### src/aexm_bus_pkg.sv
package aexm_bus_pkg;

	localparam int WORD_W    = 32;
	localparam int MEM_DEPTH = 256;

	typedef logic [WORD_W-1:0] word_t;

	// Word address wide enough for the whole memory.
	typedef logic [$clog2(MEM_DEPTH)-1:0] addr_t;

endpackage

### src/aexm_isa_pkg.sv
package aexm_isa_pkg;

	localparam int NREGS = 8;
	localparam int RD_W  = $clog2(NREGS);
	localparam int IMM_W = 16;

	typedef enum logic [3:0] {
		OP_LOAD  = 4'h1, // rd <= mem[imm].
		OP_STORE = 4'h2, // mem[imm] <= rd.
		OP_ADDI  = 4'h3, // rd <= rd + sext(imm).
		OP_SKIPZ = 4'h4, // Skip next if rd is zero.
		OP_FENCE = 4'h5,
		OP_HALT  = 4'h6
	} op_t;

	// Layout op[31:28], spare, rd[18:16], imm[15:0].
	typedef struct packed {
		op_t               op;
		logic [11-RD_W:0]  spare;
		logic [RD_W-1:0]   rd;
		logic [IMM_W-1:0]  imm;
	} instr_t;

endpackage

### src/aexm_port_if.sv
interface aexm_port_if
	import aexm_bus_pkg::*;
#(
	parameter int ADDR_W = 8,
	parameter type payload_t = word_t
) ();

	logic [ADDR_W-1:0] adr;
	word_t             wdat;
	logic              we;
	payload_t          rdat; // Last read data held until the next one.
	logic              busy;

	modport requester (
		output adr,
		output wdat,
		output we,
		input  rdat,
		input  busy
	);

	modport servant (
		input  adr,
		input  wdat,
		input  we,
		output rdat,
		output busy
	);

endinterface

### src/aexm_enable.sv
module aexm_enable (
	input  logic CLK,
	input  logic grst,
	input  logic icache_busy,
	input  logic dcache_busy,
	input  logic dSTRLOD,
	input  logic dLOD,
	input  logic dSKIP,
	input  logic fSTALL,
	output logic cpu_mode_memop, // High in normal mode.
	output logic cpu_enable,
	output logic icache_enable,
	output logic dcache_enable
);

	logic out_of_reset;
	logic starter;
	logic just_issued;
	logic x_lod;
	logic x_strlod;
	logic lod_req;
	logic lod_dly;
	logic enter_memop;
	logic exit_memop;
	logic lod_enable;

	assign cpu_enable = (cpu_mode_memop && !icache_busy) || starter;

	assign enter_memop = cpu_mode_memop && (dSTRLOD || fSTALL) && !dSKIP && cpu_enable;

	// A load waits for its own command to finish, anything else for the bus to go quiet.
	assign exit_memop = !cpu_mode_memop && out_of_reset && !icache_busy && !dcache_busy &&
		(x_lod ? lod_dly : !just_issued);

	assign lod_enable = x_lod && !cpu_mode_memop && !lod_req && !dcache_busy && !just_issued;

	assign icache_enable = starter ||
		(cpu_mode_memop ? (cpu_enable && !enter_memop) : exit_memop);

	assign dcache_enable = x_lod ? lod_enable : (exit_memop && x_strlod);

	always_ff @(posedge CLK)
		if (!grst)
		begin
			out_of_reset   <= 1'b0;
			starter        <= 1'b0;
			cpu_mode_memop <= 1'b0;
			just_issued    <= 1'b0;
			x_lod          <= 1'b0;
			x_strlod       <= 1'b0;
			lod_req        <= 1'b0;
			lod_dly        <= 1'b0;
		end
		else
		begin
			out_of_reset <= 1'b1;
			starter      <= !out_of_reset; // One pulse after release.

			// Keeps data commands one at a time.
			just_issued <= dcache_enable;

			if (cpu_enable)
			begin
				x_strlod <= dSTRLOD;
				x_lod    <= dLOD;
			end

			if (cpu_mode_memop)
			begin
				if (enter_memop)
					cpu_mode_memop <= 1'b0;
			end
			else if (exit_memop)
			begin
				cpu_mode_memop <= 1'b1;
				lod_req        <= 1'b0;
				lod_dly        <= 1'b0;
			end
			else
			begin
				if (lod_enable)
					lod_req <= 1'b1;
				lod_dly <= lod_req;
			end
		end

	assert property (@(posedge CLK) disable iff (!grst) dcache_enable |-> !dcache_busy)
		else $error("data command issued while the data port is busy");

endmodule

### src/aexm_memsys.sv
module aexm_memsys
	import aexm_isa_pkg::*, aexm_bus_pkg::*;
#(
	parameter int ADDR_W = 8
) (
	input  logic              CLK,
	input  logic              grst,
	output logic              i_cyc,
	output logic              i_stb,
	output logic [ADDR_W-1:0] i_adr,
	input  word_t             i_dat_r,
	input  logic              i_ack,
	output logic              d_cyc,
	output logic              d_stb,
	output logic              d_we,
	output logic [ADDR_W-1:0] d_adr,
	output word_t             d_dat_w,
	input  word_t             d_dat_r,
	input  logic              d_ack,
	output logic              retire_valid,
	output logic [ADDR_W-1:0] retire_pc,
	output logic [RD_W-1:0]   retire_rd,
	output word_t             retire_data,
	output logic              halted
);

	logic cpu_mode_memop;
	logic cpu_enable;
	logic icache_enable;
	logic dcache_enable;
	logic ifetch_start;
	logic dSTRLOD;
	logic dLOD;
	logic dSKIP;
	logic fSTALL;

	aexm_port_if #(.ADDR_W(ADDR_W), .payload_t(instr_t)) ifetch ();
	aexm_port_if #(.ADDR_W(ADDR_W), .payload_t(word_t))  dmem ();

	assign ifetch_start = icache_enable && !halted; // No fetch after HALT.

	aexm_enable u_enable (
		.CLK            (CLK),
		.grst           (grst),
		.icache_busy    (ifetch.busy),
		.dcache_busy    (dmem.busy),
		.dSTRLOD        (dSTRLOD),
		.dLOD           (dLOD),
		.dSKIP          (dSKIP),
		.fSTALL         (fSTALL),
		.cpu_mode_memop (cpu_mode_memop),
		.cpu_enable     (cpu_enable),
		.icache_enable  (icache_enable),
		.dcache_enable  (dcache_enable)
	);

	aexm_pipe #(.ADDR_W(ADDR_W)) u_pipe (
		.CLK            (CLK),
		.grst           (grst),
		.cpu_enable     (cpu_enable),
		.cpu_mode_memop (cpu_mode_memop),
		.icache_enable  (icache_enable),
		.ifetch         (ifetch),
		.dmem           (dmem),
		.dSTRLOD        (dSTRLOD),
		.dLOD           (dLOD),
		.dSKIP          (dSKIP),
		.fSTALL         (fSTALL),
		.retire_valid   (retire_valid),
		.retire_pc      (retire_pc),
		.retire_rd      (retire_rd),
		.retire_data    (retire_data),
		.halted         (halted)
	);

	aexm_wb_port #(.ADDR_W(ADDR_W), .payload_t(instr_t)) u_iport (
		.CLK      (CLK),
		.grst     (grst),
		.start    (ifetch_start),
		.port     (ifetch),
		.cyc      (i_cyc),
		.stb      (i_stb),
		.wb_we    (),
		.wb_adr   (i_adr),
		.wb_dat_w (),
		.wb_dat_r (i_dat_r),
		.ack      (i_ack)
	);

	aexm_wb_port #(.ADDR_W(ADDR_W), .payload_t(word_t)) u_dport (
		.CLK      (CLK),
		.grst     (grst),
		.start    (dcache_enable),
		.port     (dmem),
		.cyc      (d_cyc),
		.stb      (d_stb),
		.wb_we    (d_we),
		.wb_adr   (d_adr),
		.wb_dat_w (d_dat_w),
		.wb_dat_r (d_dat_r),
		.ack      (d_ack)
	);

endmodule

### src/aexm_pipe.sv
module aexm_pipe
	import aexm_isa_pkg::*, aexm_bus_pkg::*;
#(
	parameter int ADDR_W = 8
) (
	input  logic              CLK,
	input  logic              grst,
	input  logic              cpu_enable,
	input  logic              cpu_mode_memop,
	input  logic              icache_enable,
	aexm_port_if.requester    ifetch,
	aexm_port_if.requester    dmem,
	output logic              dSTRLOD,
	output logic              dLOD,
	output logic              dSKIP,
	output logic              fSTALL,
	output logic              retire_valid,
	output logic [ADDR_W-1:0] retire_pc,
	output logic [RD_W-1:0]   retire_rd,
	output word_t             retire_data,
	output logic              halted
);

	logic [ADDR_W-1:0] pc; // Address of the next fetch.
	logic [ADDR_W-1:0] f_pc;
	logic              f_pend;
	logic              fetch_go;
	instr_t            d_ir;
	logic [ADDR_W-1:0] d_pc;
	logic              d_valid;
	logic              d_halt;
	instr_t            x_ir;
	logic [ADDR_W-1:0] x_pc;
	logic              x_valid;
	logic              x_wen;
	word_t             x_src;
	word_t             x_result;
	word_t             imm_ext;
	word_t             rf [NREGS];

	assign fetch_go = icache_enable && !halted;

	assign ifetch.adr  = pc;
	assign ifetch.wdat = '0;
	assign ifetch.we   = 1'b0;

	assign x_src   = rf[x_ir.rd];
	assign imm_ext = {{(WORD_W-IMM_W){x_ir.imm[IMM_W-1]}}, x_ir.imm};

	assign dmem.adr  = x_ir.imm[ADDR_W-1:0];
	assign dmem.wdat = x_src;
	assign dmem.we   = (x_ir.op == OP_STORE);

	// A true SKIPZ in execute drops whatever sits in decode.
	assign dSKIP   = x_valid && (x_ir.op == OP_SKIPZ) && (x_src == '0);
	assign dLOD    = d_valid && (d_ir.op == OP_LOAD);
	assign dSTRLOD = d_valid && (d_ir.op == OP_LOAD || d_ir.op == OP_STORE);
	assign fSTALL  = d_valid && (d_ir.op == OP_FENCE || d_ir.op == OP_HALT);
	assign d_halt  = d_valid && (d_ir.op == OP_HALT) && !dSKIP;

	always_comb
	begin
		x_wen    = 1'b0;
		x_result = x_src;
		case (x_ir.op)
			OP_ADDI:
			begin
				x_wen    = 1'b1;
				x_result = x_src + imm_ext;
			end
			OP_LOAD:
			begin
				x_wen    = 1'b1;
				x_result = dmem.rdat;
			end
			default: ;
		endcase
	end

	always_ff @(posedge CLK)
		if (!grst)
		begin
			pc           <= '0;
			f_pend       <= 1'b0;
			d_valid      <= 1'b0;
			x_valid      <= 1'b0;
			halted       <= 1'b0;
			retire_valid <= 1'b0;
			for (int i = 0; i < NREGS; i++)
				rf[i] <= '0;
		end
		else
		begin
			retire_valid <= cpu_enable && x_valid;
			if (fetch_go)
			begin
				pc     <= pc + 1'b1;
				f_pend <= 1'b1;
			end
			else if (cpu_enable)
				f_pend <= 1'b0;
			if (cpu_enable)
			begin
				d_valid <= f_pend && !d_halt && !halted;
				x_valid <= d_valid && !dSKIP && !halted;
				if (d_halt)
					halted <= 1'b1; // HALT still retires on the next step.
				if (x_valid && x_wen)
					rf[x_ir.rd] <= x_result;
			end
		end

	always_ff @(posedge CLK)
	begin
		if (fetch_go)
			f_pc <= pc;
		if (cpu_enable)
		begin
			d_ir        <= ifetch.rdat;
			d_pc        <= f_pc;
			x_ir        <= d_ir;
			x_pc        <= d_pc;
			retire_pc   <= x_pc;
			retire_rd   <= x_ir.rd;
			retire_data <= x_result;
		end
	end

	// Stall mode only lets the start-up step through.
	assert property (@(posedge CLK) disable iff (!grst)
		cpu_enable && !cpu_mode_memop |-> !d_valid && !x_valid)
		else $error("pipeline advanced in stall mode");

endmodule

### src/aexm_wb_port.sv
module aexm_wb_port
	import aexm_bus_pkg::*;
#(
	parameter int ADDR_W = 8,
	parameter type payload_t = word_t
) (
	input  logic              CLK,
	input  logic              grst,
	input  logic              start,
	aexm_port_if.servant      port,
	output logic              cyc,
	output logic              stb,
	output logic              wb_we,
	output logic [ADDR_W-1:0] wb_adr,
	output word_t             wb_dat_w,
	input  word_t             wb_dat_r,
	input  logic              ack
);

	logic              active;
	logic [ADDR_W-1:0] adr_q;
	logic              we_q;
	word_t             dat_q;
	payload_t          rdat_q;

	assign cyc      = active;
	assign stb      = active;
	assign wb_we    = active && we_q;
	assign wb_adr   = adr_q;
	assign wb_dat_w = dat_q;

	assign port.busy = active;
	assign port.rdat = rdat_q;

	// Open on start, close after the ack cycle.
	always_ff @(posedge CLK)
		if (!grst)
			active <= 1'b0;
		else if (start)
			active <= 1'b1;
		else if (ack)
			active <= 1'b0;

	always_ff @(posedge CLK)
	begin
		if (start)
		begin
			adr_q <= port.adr;
			we_q  <= port.we;
			dat_q <= port.wdat;
		end
		if (active && ack && !we_q)
			rdat_q <= payload_t'(wb_dat_r);
	end

	assert property (@(posedge CLK) disable iff (!grst) start |-> !port.busy)
		else $error("port started while a transfer is open");

	assert property (@(posedge CLK) disable iff (!grst) stb && !ack |=> stb)
		else $error("stb dropped before ack");

endmodule

### config.mk
export PLATFORM = sky130hd
export DESIGN_NAME = aexm_memsys
export DESIGN_NICKNAME = d
export VERILOG_FILES = /design/src/aexm_bus_pkg.sv /design/src/aexm_isa_pkg.sv /design/src/aexm_port_if.sv /design/src/aexm_enable.sv /design/src/aexm_memsys.sv /design/src/aexm_pipe.sv /design/src/aexm_wb_port.sv
export SDC_FILE = /design/constraint.sdc
export NUM_CORES = 1
export LEC_CHECK = 0
export BUFFER_PORTS_ARGS = -buffer_cell sky130_fd_sc_hd__buf_2
export CELL_PAD_IN_SITES_DETAIL_PLACEMENT = 0
export CELL_PAD_IN_SITES_GLOBAL_PLACEMENT = 2
export CORE_UTILIZATION = 30
export DETAILED_ROUTE_END_ITERATION = 10
export GPL_TIMING_DRIVEN = 0
export PLACE_DENSITY_LB_ADDON = 0.15
export REMOVE_ABC_BUFFERS = 1
export SLEW_MARGIN = 25
export SYNTH_ARGS = -nofsm -noshare
export SYNTH_HDL_FRONTEND = slang
export SYNTH_SLANG_ARGS = --single-unit
export TNS_END_PERCENT = 1
### constraint.sdc
create_clock -name CLK -period 9 [get_ports CLK]
set_input_delay 0.9 -clock CLK [delete_from_list [all_inputs] [get_ports CLK]]
set_output_delay 0.9 -clock CLK [all_outputs]
set_load 0.005 [all_outputs]
After elaboration in Yosys (flattened, before gate mapping)
Memories as Yosys holds them, arrays and structs flattened. A register that Yosys moved wholly into a read port is not among the register bits.
Index checks and enable logic that the tools add are counted.
{ "classes": {"n_eq_ne": 8, "add_sub_neg": 2, "n_mux": 27, "reduce_logical": 57, "n_bitwise": 1} }
{ "op_table": {"columns": ["operator", "count"], "rows": [
  ["case mux 32 bit (2 select lines)", 1],
  ["adder 32 bit", 1],
  ["logical AND 1 bit", 32],
  ["logical NOT 32 bit", 1],
  ["two-way mux 32 bit", 1],
  ["OR reduction 32 bit", 1],
  ["two-way mux 1 bit", 23],
  ["== test 4 x 2 -> 1 bit (second input constant)", 3],
  ["== test 4 x 3 -> 1 bit (second input constant)", 3],
  ["logical NOT 1 bit", 11],
  ["adder 8 x 1 -> 8 bit (second input constant)", 1],
  ["== test 4 x 1 -> 1 bit (second input constant)", 2],
  ["nonzero test 2 bit", 4],
  ["two-way mux 3 bit", 2],
  ["logical OR 1 bit", 5],
  ["AND reduction 2 bit", 2],
  ["OR reduction 2 bit", 1],
  ["NOT 1 bit", 1]
]} }
{ "word_totals": {"output_inout_bits": 98, "ff_bits": 232, "word_cells": 131, "in_bits": 68, "ram_bits": 256, "memories": 1} }
{ "mem_list": {"columns": ["name", "words", "width", "read_ports", "rd_ports_with_merged_regs", "wr", "line_no", "source"], "rows": [
  ["u_pipe.rf", 8, 32, 1, 1, 8, "aexm_pipe.sv:39", "word_t rf [NREGS];"]
]} }

Depth between registers and ports, before layout
Gate-level depths: netlist of run 1.
{ "depth": {"ltp_word": 13, "mapped_depth": 21, "mapped_depth_nobuf": 16} }

Cells and area by module
Synthesis of run 1 repeated with hierarchy kept, for this count alone.
{ "unflattened": {"cells_unflattened": 1533, "area_unflattened_um2": 22728.0} }
{ "modules_own_cells": {"columns": ["module", "instances", "cells_per_inst", "area_each_um2", "seq_area_each_um2"], "rows": [
  ["aexm_pipe", 1, 1331, 17835.9, 11400.9],
  ["aexm_wb_port", 2, 81, 2255.9, 2212.1],
  ["aexm_enable", 1, 39, 366.6, 160.2],
  ["aexm_memsys", 1, 1, 13.8, 0.0]
]} }

Worst setup path before layout of run 1
OpenSTA, ideal clock, no wires.
{ "synth_path": {"kind": "reg-to-reg", "startpoint": "reg with a tool-made name", "endpoint": "mem u_pipe.rf[0][25] (netlist name) (data pin)", "path_buffers": 5, "synth_period_minus_slack_ns": 5.337, "arrival_ns": 5.053, "slack_ns": 3.663, "setup_ns": 0.284, "required_time_ns": 8.716, "stages_incl_launch_ff": 19, "path_cell_list": "dfxtp_1 > buf_6 > buf_2 > buf_2 > buf_2 > buf_1 > mux4_2 > mux2i_1 > inv_1 > ha_1 > a211o_1 > a21oi_1 > a2bb2oi_1 > a2111oi_0 > o32a_1 > a31oi_1 > xnor2_1 > a211oi_1 > nor2_1"} }
{ "synth_rtl": {"columns": ["element", "line_no"], "rows": [
  ["to (decl)", "aexm_pipe.sv:39"]
]} }

==> key figures, run 1 <==
Synthesis
  – Avg Cell Area, Syn: 14.3 µm²
  – Post-Syn Area: 21000 µm²
  – Synth top cells by count: 465 x edfxtp_1, 317 x nor2_1, 64 x mux4_2
  – Top FF cell, synth: edfxtp_1
  – Seq cells post-synth: approximately 500
  – Most common cell in the netlist: edfxtp_1
  – Cell variety after synth: about 70
  – Sequential cell area fraction in the yosys report: 0.689
  – Synthesis Warnings: 0
  – Post-Synthesis Cells: between 1000 and 1500
  – Synth area leaders: edfxtp_1 66%, mux4_2 6.9%, nor2_1 5.7%
  – Top-area cell type share of the netlist area: 0.665
  – Area leader, netlist: edfxtp_1
  – EDFF count, synth: 465
  – FFs w/ async S/R, synth: 0

Detailed routing
  – Vias post-DR: between 10000 and 15000
  – DRT iter0 DRCs: roughly 850
  – Final ANT Viol Nets: 0
  – Avg WL per Cell: about 24 µm
  – Drt pass-1 iters: 5
  – Residual DRC: 0
  – Vias/cell: around 4.8
  – Routed wire length: 62100 µm

Setup path
  – Data required time of the worst path: 9.32 ns
  – Worst setup SP type: register
  – Worst Path Max Fanout: 29
  – Worst setup path category: reg -> reg
  – CP Capture Type: register
  – Critical path arrival: slightly below 7 ns
  – R2r worst-path depth: 17

Clocking
  – CTS tree: yes
  – Number of gates resized after CTS: 0
  – Worst skew pair latency: between 0.6 and 0.7 ns
  – CTS hold repair buffers: 0
  – Clock buffer depth: 3
  – Total CTS buffers: 57
  – H-tree depth: 2
  – Clk sinks: slightly below 500
  – Post-CTS Setup Repair Bufs: 0
  – Clock-pin transition on the worst setup and hold timing paths: 0.06 ns
  – Root Driver: clkbuf_16

Timing
  – Worst hold slack: 0.410 ns
  – Final hold violation count: 0
  – Final Cycle Share: 0.718
  – Setup TNS: 0 ns
  – FMAX: ~150 MHz
  – Slew Limit Fails: 0
  – Worst slew pin tran: roughly 0.95 ns
  – RSZ-0062 raised after global routing: false
  – Setup violators final: 0
  – Max transition margin: 0.346
  – Minimum clock period: 6.47 ns
  – Clock skew: 0.0393 ns
  – Worst setup margin: 2.53 ns

Global route
  – Total gr overflow: 0
  – First-pass GRT wire length: 90400 µm
  – Vias in the first global route: ~13000
  – Antenna violations before repair: 0
  – Largest net degree at the start of global routing: 57
  – All-layer global routing usage: 0.175

Finish
  – N_diodes: 0
  – Number of nets in the layout: about 1700
  – Layout cells sized above 1: 0.236
  – Area growth from synthesis to layout: 19.6%
  – Post-route design area: about 25000 µm²

Die
  – Placement Rows: 96
  – # IOs: 166
  – DIE AREA: ~71000 µm²
  – Starting Density: 0.305
  – Core box area: a little under 70000 µm²
  – Chip width: ~270 µm
  – Die Y: 267 µm

Placed design
  – Gpl congestion: between 0.7 and 0.8
  – Pre-CTS WS: 2.40 ns
  – Placed wire-length estimate: 39800 µm
  – IO Port Bufs: roughly 160
  – Placed instance area: 23200 µm²

Pwr
  – Power density over the cells: 245 nW/µm²
  – VDD IR-drop max: around 0.00015 V
  – Pleak: approximately 0.0095 µW
  – PnR Total Power: between 6000 and 7000 µW

Job
  – Number of max-cap violations: 0

Worst hold path
  – WHS Path Cells: 0
  – Hold Crit Class: reg -> reg

Status
  – Status: complete, no violations
## path summary, 6_finish.rpt
kind	slack, ns	end	start
worst max register to register	2.53	u_pipe.rf[7][31]$_SDFFCE_PN0P_	register
worst min register to register	0.41	u_pipe.x_pc[1]$_DFFE_PN_	u_pipe.d_pc[1]$_DFFE_PN_
worst min-delay path	0.41	u_pipe.x_pc[1]$_DFFE_PN_	u_pipe.d_pc[1]$_DFFE_PN_
worst max-delay path	2.53	u_pipe.rf[7][31]$_SDFFCE_PN0P_	register
## power breakdown
part,internal [µW],switching [µW]
sequential,2650,75.7
clock,1460,986
combinational,369,634
total,4470,1700
## state kept, by name (all words and copies together) (netlist names), 3 cells and up, named ones only
| signal | flops |
|---|---|
| u_pipe.retire_pc | 8 |
| u_pipe.rf | 256 |
| u_pipe.x_pc | 8 |
| u_pipe.retire_rd | 3 |
| u_pipe.dmem.adr | 8 |
| u_dport.wb_adr | 8 |
| u_dport.wb_dat_w | 32 |
| u_iport.port.rdat | 23 |
| u_dport.port.rdat | 32 |
| u_pipe.ifetch.adr | 8 |
| u_pipe.d_pc | 8 |
| u_pipe.d_ir | 23 |
| u_pipe.f_pc | 8 |
| u_pipe.imm_ext | 8 |
| u_pipe.retire_data | 32 |
| u_pipe.x_ir | 7 |
## area by class of cell
class / count / area [µm²]
Fill cell: 6708 / 43800
Sequential cell: 491 / 14500
Multi-Input combinational cell: 854 / 6180
Clock buffer: 69 / 1510
Tap cell: 931 / 1160
Timing Repair Buffer: 172 / 1110
Clock inverter: 39 / 452
Inverter: 54 / 213
## through the flow
| stage | cells | utilization |
|---|---|---|
| final | 2610 | 0.364 |
| after global routing | 2610 | 0.364 |
| after CTS | 2610 | 0.364 |
| after detailed placement | 2502 | 0.336 |
| after global placement | 2486 | 0.328 |
| after floorplan | 1399 | - |
## cells by family (layout without fill, tap and decap cells)
logic type,Yosys count,after routing,synth area share
DFF,491,491,0.689
xor gates and xnor gates,31,31,0.0129
muxes,108,108,0.0910
and+or+nand+nor,487,487,0.101
AOI/OAI and AO/OA,195,195,0.0609
buffers and inverters,126,334,0.0247
adders and majority gates,33,33,0.0200
## cells in the final DEF, fill, tap and decap left out, drive strengths merged, types with 5 or more instances in the layout
cell type and instances:
clkinv 25, o21bai 9, a21boi 7, nand3 11, and2 12, dfxtp 26, nor4 10, mux4 64
nor2 317, a211oi 9, clkbuf 69, nor2b 13, and3 5, o21ai 36, o31ai 5, inv 56
o21a 10, nand2b 6, or3 9, nand4 7, a21oi 61, ha 32, buf 172, nor3 13
edfxtp 465, mux2 22, nand2 63, o211ai 8, mux2i 22, bufinv 9, xor2 10, a21o 15
xnor2 21
## routing by layer
metal	wire length (µm)	vias to the layer above	part of all wire	global-route usage
met5	0	-	0	0
met4	1190	0	0.019	0.0433
met1	27800	6475	0.45	0.233
li1	-	5828	-	-
met3	2190	82	0.035	0.0235
met2	30900	238	0.50	0.300
## worst max-delay path, cell delays in order, from the launching register on
cell	delay, ns
dfxtp_4	0.61
buf_12	0.26
buf_16	0.27
mux4_2	0.53
mux2i_1	0.55
inv_1	0.18
ha_1	0.46
and4_1	0.24
and2_1	0.16
o211ai_1	0.18
a2111oi_0	0.76
o32a_1	0.41
a31o_1	0.21
a21oi_1	0.08
xnor2_1	0.31
mux2i_1	0.13
o21ai_1	0.63
nor2_1	0.13
No activity file was read; power rests on OpenSTA's default activity.
==> run 2: changes to the inputs <==
==> constraint.sdc (replaced) <==
create_clock -name CLK -period 6.2 [get_ports CLK]
set_input_delay 0.62 -clock CLK [delete_from_list [all_inputs] [get_ports CLK]]
set_output_delay 0.62 -clock CLK [all_outputs]
set_load 0.005 [all_outputs]
==> key figures, run 2 (same netlist as run 1, synthesis figures left out) <==
Worst hold path
  – Hold Crit Class: in -> reg
  – WHS Path Cells: 1 (+1)
  – Min-Delay Startpoint: d_dat_r[5]

Placed design
  – Pre-CTS WS: -0.404 ns (-2.80 ns)
  – Gpl congestion: 0.762 (unchanged)
  – Placed instance area: 23200 µm² (unchanged)
  – IO Port Bufs: 156 (unchanged)
  – Placed wire-length estimate: 39800 µm (unchanged)

Setup path
  – R2r worst-path depth: 17 (unchanged)
  – Worst-path cell chain: buf_12, buf_16, mux4_2, mux2i_2, inv_1, ha_1, and4_1, and2_1, o211ai_1, a2111oi_2, o32a_1, a31o_1, a21oi_1, xnor2_1, mux2i_1, o21ai_4, nor2_1
  – Stages on the worst setup path: 17 (unchanged)
  – Worst setup path category: reg -> reg
  – CP Capture Type: register
  – CP top delay family: compound AO/OA/AOI/OAI gates
  – Max incr delay on CP: 0.61 ns (-0.15 ns)
  – Worst Path Max Fanout: 29 (unchanged)
  – Crit path max-delay cell type: dfxtp_4
  – Crit path buffers/inverters: 3 (unchanged)
  – Data required time of the worst path: 6.52 ns (-2.80 ns)
  – Critical path arrival: 6.09 ns (-0.70 ns)
  – Worst setup SP type: register

Clocking
  – Worst skew pair latency: 0.63 ns (about the same)
  – H-tree depth: 2 (unchanged)
  – CTS tree: yes
  – Clk sinks: 491 (unchanged)
  – Post-CTS Setup Repair Bufs: 0 (unchanged)
  – Root Driver: clkbuf_16
  – Total CTS buffers: 57 (unchanged)
  – Clock buffer depth: 3 (unchanged)
  – Clock-pin transition on the worst setup and hold timing paths: 0.07 ns (about the same)

Timing
  – Worst slew pin tran: 0.974 ns (+0.0198 ns)
  – Final hold violation count: 0 (unchanged)
  – Max transition margin: 0.332 (-0.0136)
  – Final Cycle Share: 0.931 (+0.212)
  – Clock skew: 0.0391 ns (-0.000259 ns)
  – Setup TNS: 0 ns (unchanged)
  – Worst hold slack: 0.159 ns (-0.251 ns)
  – Minimum clock period: 5.77 ns (-0.695 ns)
  – Setup violators final: 0 (unchanged)
  – FMAX: 173 MHz (+12%)
  – RSZ-0062 raised after global routing: false
  – Worst setup margin: 0.429 ns (-2.10 ns)
  – Slew Limit Fails: 0 (unchanged)

Global route
  – Vias in the first global route: 13249 (unchanged)
  – Antenna violations before repair: 0 (unchanged)
  – Largest net degree at the start of global routing: 57 (unchanged)
  – All-layer global routing usage: 0.175 (about the same)
  – First-pass GRT wire length: 90400 µm (about the same)
  – Total gr overflow: 0 (unchanged)

Finish
  – Number of nets in the layout: 1731 (unchanged)
  – Area growth from synthesis to layout: 19.7% (about the same)
  – Biggest register: u_pipe.rf
  – Layout cells sized above 1: 0.239 (+0.00238)
  – Most common cell after layout, fill and taps aside: edfxtp_1
  – Commonest cells after routing, fill and taps aside: 465 x edfxtp_1, 316 x nor2_1, 156 x buf_2, 64 x mux4_2, 60 x a21oi_1
  – Utilization after layout: 0.365 (about the same)
  – Post-route design area: 25200 µm² (about the same)
  – Max FFs per register: 256 (unchanged)
  – N_diodes: 0 (unchanged)

Detailed routing
  – Drt pass-1 iters: 5 (unchanged)
  – DRT iter0 DRCs: 870 (+3.0%)
  – Vias post-DR: 12629 (+0.048%)
  – Vias/cell: 4.84 (about the same)
  – Avg WL per Cell: 23.8 µm (about the same)
  – Routed wire length: 62100 µm (about the same)
  – Final ANT Viol Nets: 0 (unchanged)
  – Residual DRC: 0 (unchanged)

Pwr
  – Pleak: 0.00946 µW (about the same)
  – VDD IR-drop max: 0.000215 V (+45%)
  – Power density over the cells: 356 nW/µm² (+45%)

Die
  – Core box area: 68900 µm² (unchanged)
  – Starting Density: 0.305 (unchanged)
  – Die Y: 267 µm (unchanged)
  – Placement Rows: 96 (unchanged)
  – # IOs: 166 (unchanged)
  – DIE AREA: 71100 µm² (unchanged)
  – Chip width: 267 µm (unchanged)

Status
  – Status: complete, no violations

Job
  – Number of max-cap violations: 0 (unchanged)
==> run 2: what timing repair did <==
action / in CTS / in global routing
hold endpoints to repair: 0 / 0
hold buffers: 0 / 0
pin swaps: 0 / 0
endpoints found under the setup margin: 9 / 9
cloned: 0 / 0
resized for setup: 4 / 2
==> run 2: worst paths after layout <==
kind                                    endpoint  slack, ns
setup / recovery  u_pipe.rf[7][31]$_SDFFCE_PN0P_       0.43
hold / removal    u_dport.port.rdat[5]$_DFFE_PP_       0.16
setup reg to reg  u_pipe.rf[7][31]$_SDFFCE_PN0P_       0.43
hold reg to reg    u_pipe.retire_pc[0]$_DFFE_PN_       0.41
==> run 2: where the power goes <==
group,internal (µW),switching (µW),leakage (µW),total [µW]
combinational,538,926,0.00368,1460
clock,2120,1430,0.000964,3540
sequential,3840,110,0.00482,3950
==> run 2: per-stage QoR <==
step / std cells / power [µW]
6_report: 2610 / 8960
5_1_grt: 2610 / 9330
4_1_cts: 2610 / 9100
3_5_place_dp: 2502 / 5510
3_3_place_gp: 2486 / 5520
2_1_floorplan: 1399 / 4920
==> run 2: layout make-up <==
cell class	instances	area (µm²)
Timing Repair Buffer	172	1110
Fill cell	6707	43800
Sequential cell	491	14500
Multi-Input combinational cell	854	6200
Clock inverter	39	452
Clock buffer	69	1510
Tap cell	931	1160
Inverter	54	213
==> run 2: worst register-to-register path: stages, from the launching register on <==
cell and delay [ns]:
dfxtp_4 0.61, buf_12 0.27, buf_16 0.29, mux4_2 0.56, mux2i_2 0.41, inv_1 0.16
ha_1 0.45, and4_1 0.24, and2_1 0.16, o211ai_1 0.20, a2111oi_2 0.52, o32a_1 0.37
a31o_1 0.21, a21oi_1 0.08, xnor2_1 0.33, mux2i_1 0.19, o21ai_4 0.33, nor2_1 0.10
==> run 2: per-layer routing <==
metal / part of all wire / routed length (µm) / vias up / track usage
met5: 0 / 0 / - / 0
met4: 0.020 / 1250 / 0 / 0.0433
met3: 0.034 / 2140 / 85 / 0.0235
met2: 0.50 / 30800 / 239 / 0.300
met1: 0.45 / 28000 / 6476 / 0.233
li1: - / - / 5829 / -
==> run 3: changes to the inputs <==
--- a/config.mk
+++ b/config.mk
@@ -16,5 +16,6 @@
 export SLEW_MARGIN = 25
 export SYNTH_ARGS = -nofsm -noshare
 export SYNTH_HDL_FRONTEND = slang
+export SYNTH_HIERARCHICAL = 1
 export SYNTH_SLANG_ARGS = --single-unit
 export TNS_END_PERCENT = 1
==> constraint.sdc (replaced) <==
create_clock -name CLK -period 6.2 [get_ports CLK]
set_input_delay 0.62 -clock CLK [delete_from_list [all_inputs] [get_ports CLK]]
set_output_delay 0.62 -clock CLK [all_outputs]
set_load 0.1 [all_outputs]
==> key figures, run 3 <==
Status
  – Status: complete, no violations

Setup path
  – Crit path max-delay cell type: a21oi_1
  – Data required time of the worst path: 6.52 ns (about the same)
  – Max incr delay on CP: 0.66 ns (+0.05 ns)
  – Worst Path Max Fanout: 28 (-3.4%)
  – Crit path buffers/inverters: 2 (-1)
  – Worst-path cell chain: buf_16, mux4_2, mux2i_1, inv_1, ha_1, nor2b_1, o31a_1, o31a_1, o2111ai_1, nand3b_1, a311o_1, xnor2_1, a21oi_1, nor2_1
  – Worst setup SP type: register
  – R2r setup slk: 0.63 ns (+0.20 ns)
  – Critical path arrival: 5.89 ns (-0.20 ns)
  – Worst setup path category: reg -> reg
  – CP Capture Type: register
  – Cell mode on critical path: o31a_1
  – CP top delay family: compound AO/OA/AOI/OAI gates

Global route
  – First-pass GRT wire length: 88300 µm (-2.3%)
  – Largest net degree at the start of global routing: 47 (-18%)
  – Vias in the first global route: 12846 (-3.0%)
  – Antenna violations before repair: 0 (unchanged)
  – All-layer global routing usage: 0.172 (-0.00288)
  – Total gr overflow: 0 (unchanged)

Die
  – Starting Density: 0.303 (-0.00132)
  – Chip width: 268 µm (+0.56%)
  – # IOs: 166 (unchanged)
  – Core box area: 70000 µm² (+1.6%)
  – DIE AREA: 71900 µm² (+1.1%)
  – Placement Rows: 97 (+1.0%)
  – Die Y: 268 µm (+0.56%)

Detailed routing
  – Drt pass-1 iters: 5 (unchanged)
  – DRT iter0 DRCs: 782 (-10%)
  – Routed wire length: 62200 µm (+0.11%)
  – Final ANT Viol Nets: 0 (unchanged)
  – Residual DRC: 0 (unchanged)
  – Vias/cell: 4.83 (-0.13%)
  – Avg WL per Cell: 23.9 µm (+0.58%)
  – Vias post-DR: 12555 (-0.59%)

Clocking
  – Clock buffer depth: 3 (unchanged)
  – Total CTS buffers: 58 (+1.8%)
  – H-tree depth: 2 (unchanged)
  – Root Driver: clkbuf_16
  – Number of gates resized after CTS: 0 (-4)
  – Clock-pin transition on the worst setup and hold timing paths: 0.06 ns (about the same)
  – Clk sinks: 500 (+1.8%)
  – Worst skew pair latency: 0.64 ns (about the same)
  – CTS tree: yes
  – CTS hold repair buffers: 0 (unchanged)
  – Post-CTS Setup Repair Bufs: 0 (unchanged)

Worst hold path
  – Min-Delay Startpoint: i_dat_r[3]
  – Hold Crit Class: in -> reg

Placed design
  – Gpl congestion: 0.780 (+2.4%)
  – Pre-CTS WS: 0.511 ns (+0.915 ns)
  – Placed wire-length estimate: 38800 µm (-2.6%)
  – IO Port Bufs: 156 (unchanged)
  – Placed instance count: 2494 (-0.32%)

Timing
  – Worst slew pin tran: 0.965 ns (-0.00936 ns)
  – Setup violators final: 0 (unchanged)
  – Max transition margin: 0.339 (+0.00642)
  – Final hold violation count: 0 (unchanged)
  – Final Cycle Share: 0.898 (-0.0327)
  – Clock skew: 0.0382 ns (-0.000892 ns)
  – Worst hold slack: 0.152 ns (-0.00690 ns)
  – Worst setup margin: 0.632 ns (+0.203 ns)
  – FMAX: 180 MHz (+3.6%)
  – Slew Limit Fails: 0 (unchanged)
  – Minimum clock period: 5.57 ns (-0.203 ns)
  – RSZ-0062 raised after global routing: false

Pwr
  – Reg power frac: 0.437 (-0.004)
  – Int Pwr: 6400 µW (-1.4%)
  – Clock power frac: 0.368 (-0.028)
  – Power density over the cells: 364 nW/µm² (+2.1%)
  – VDD IR-drop max: 0.000229 V (+6.1%)
  – Switching power: 2770 µW (+12%)
  – Pleak: 0.00937 µW (-0.93%)
  – Switching Share: 0.302 (+0.0270)
  – Comb pwr share: 0.195 (+0.032)

Finish
  – N_diodes: 0 (unchanged)
  – Number of nets in the layout: 1715 (-0.92%)
  – Final cell count without fillers: 2598 (-0.46%)
  – Utilization after layout: 0.360 (-0.00474)
  – Biggest register: u_pipe/rf
  – Most common cell after layout, fill and taps aside: edfxtp_1
  – Max FFs per register: 256 (unchanged)
  – Area growth from synthesis to layout: 18.7%
  – Filler cell count: 6828 (+1.8%)
  – Layout cells sized above 1: 0.243 (+0.00423)
  – Commonest cells after routing, fill and taps aside: 474 x edfxtp_1, 320 x nor2_1, 157 x buf_2, 64 x mux4_2, 58 x clkbuf_16

Job
  – Number of max-cap violations: 0 (unchanged)

Synthesis
  – Avg Cell Area, Syn: 14.6 µm² (+2.0%)
  – Synthesis Warnings: 6 (+6)
  – Post-Synthesis Cells: 1459 (-0.82%)
  – Post-Syn Area: 21200 µm² (+1.1%)
-- run 3: layout make-up --
type                            instances  area [µm²]  area share
Multi-Input combinational cell        839        6140       0.243
Clock buffer                           75        1560      0.0617
Sequential cell                       500       14800       0.586
Tap cell                              940        1180      0.0466
Clock inverter                         29         309      0.0123
Timing Repair Buffer                  173        1120      0.0443
Inverter                               42         158     0.00625
-- run 3: metrics by stage --
step                      total power (µW)  cell area [µm²]  setup TNS (ns)
final                                 9170            25200               0
after global routing                  9560            25200               0
after CTS                             9330            25200               0
after detailed placement              5900            23400               0
after global placement                5900            22800        -1812.94
after floorplan                       5320            20900         -132.76
-- run 3: worst paths after layout --
path                                    endpoint  depth (start not counted)
hold / removal    u_iport/port.rdat[3]$_DFFE_PP_                          1
setup reg to reg  u_pipe/rf[5][24]$_SDFFCE_PN0P_                         14
hold reg to reg    u_pipe/retire_pc[3]$_DFFE_PP_                          0
setup / recovery  u_pipe/rf[5][24]$_SDFFCE_PN0P_                         14
-- run 3: power by group through the flow --
stage / clock network [µW] / registers (µW) / logic [µW]
4_1_cts: 3490 / 4010 / 1830
6_report: 3380 / 4010 / 1790
2_1_floorplan: 0 / 4440 / 871
5_1_grt: 3610 / 4030 / 1920
3_5_place_dp: 0 / 4080 / 1820
3_3_place_gp: 0 / 4160 / 1750
-- run 3: per-layer routing --
| layer | share of wire | vias up | global-route usage |
|---|---|---|---|
| li1 | - | 5757 | - |
| met1 | 0.43 | 6428 | 0.226 |
| met2 | 0.51 | 296 | 0.297 |
| met3 | 0.042 | 74 | 0.0237 |
| met4 | 0.021 | 0 | 0.0473 |
| met5 | 0 | - | 0 |
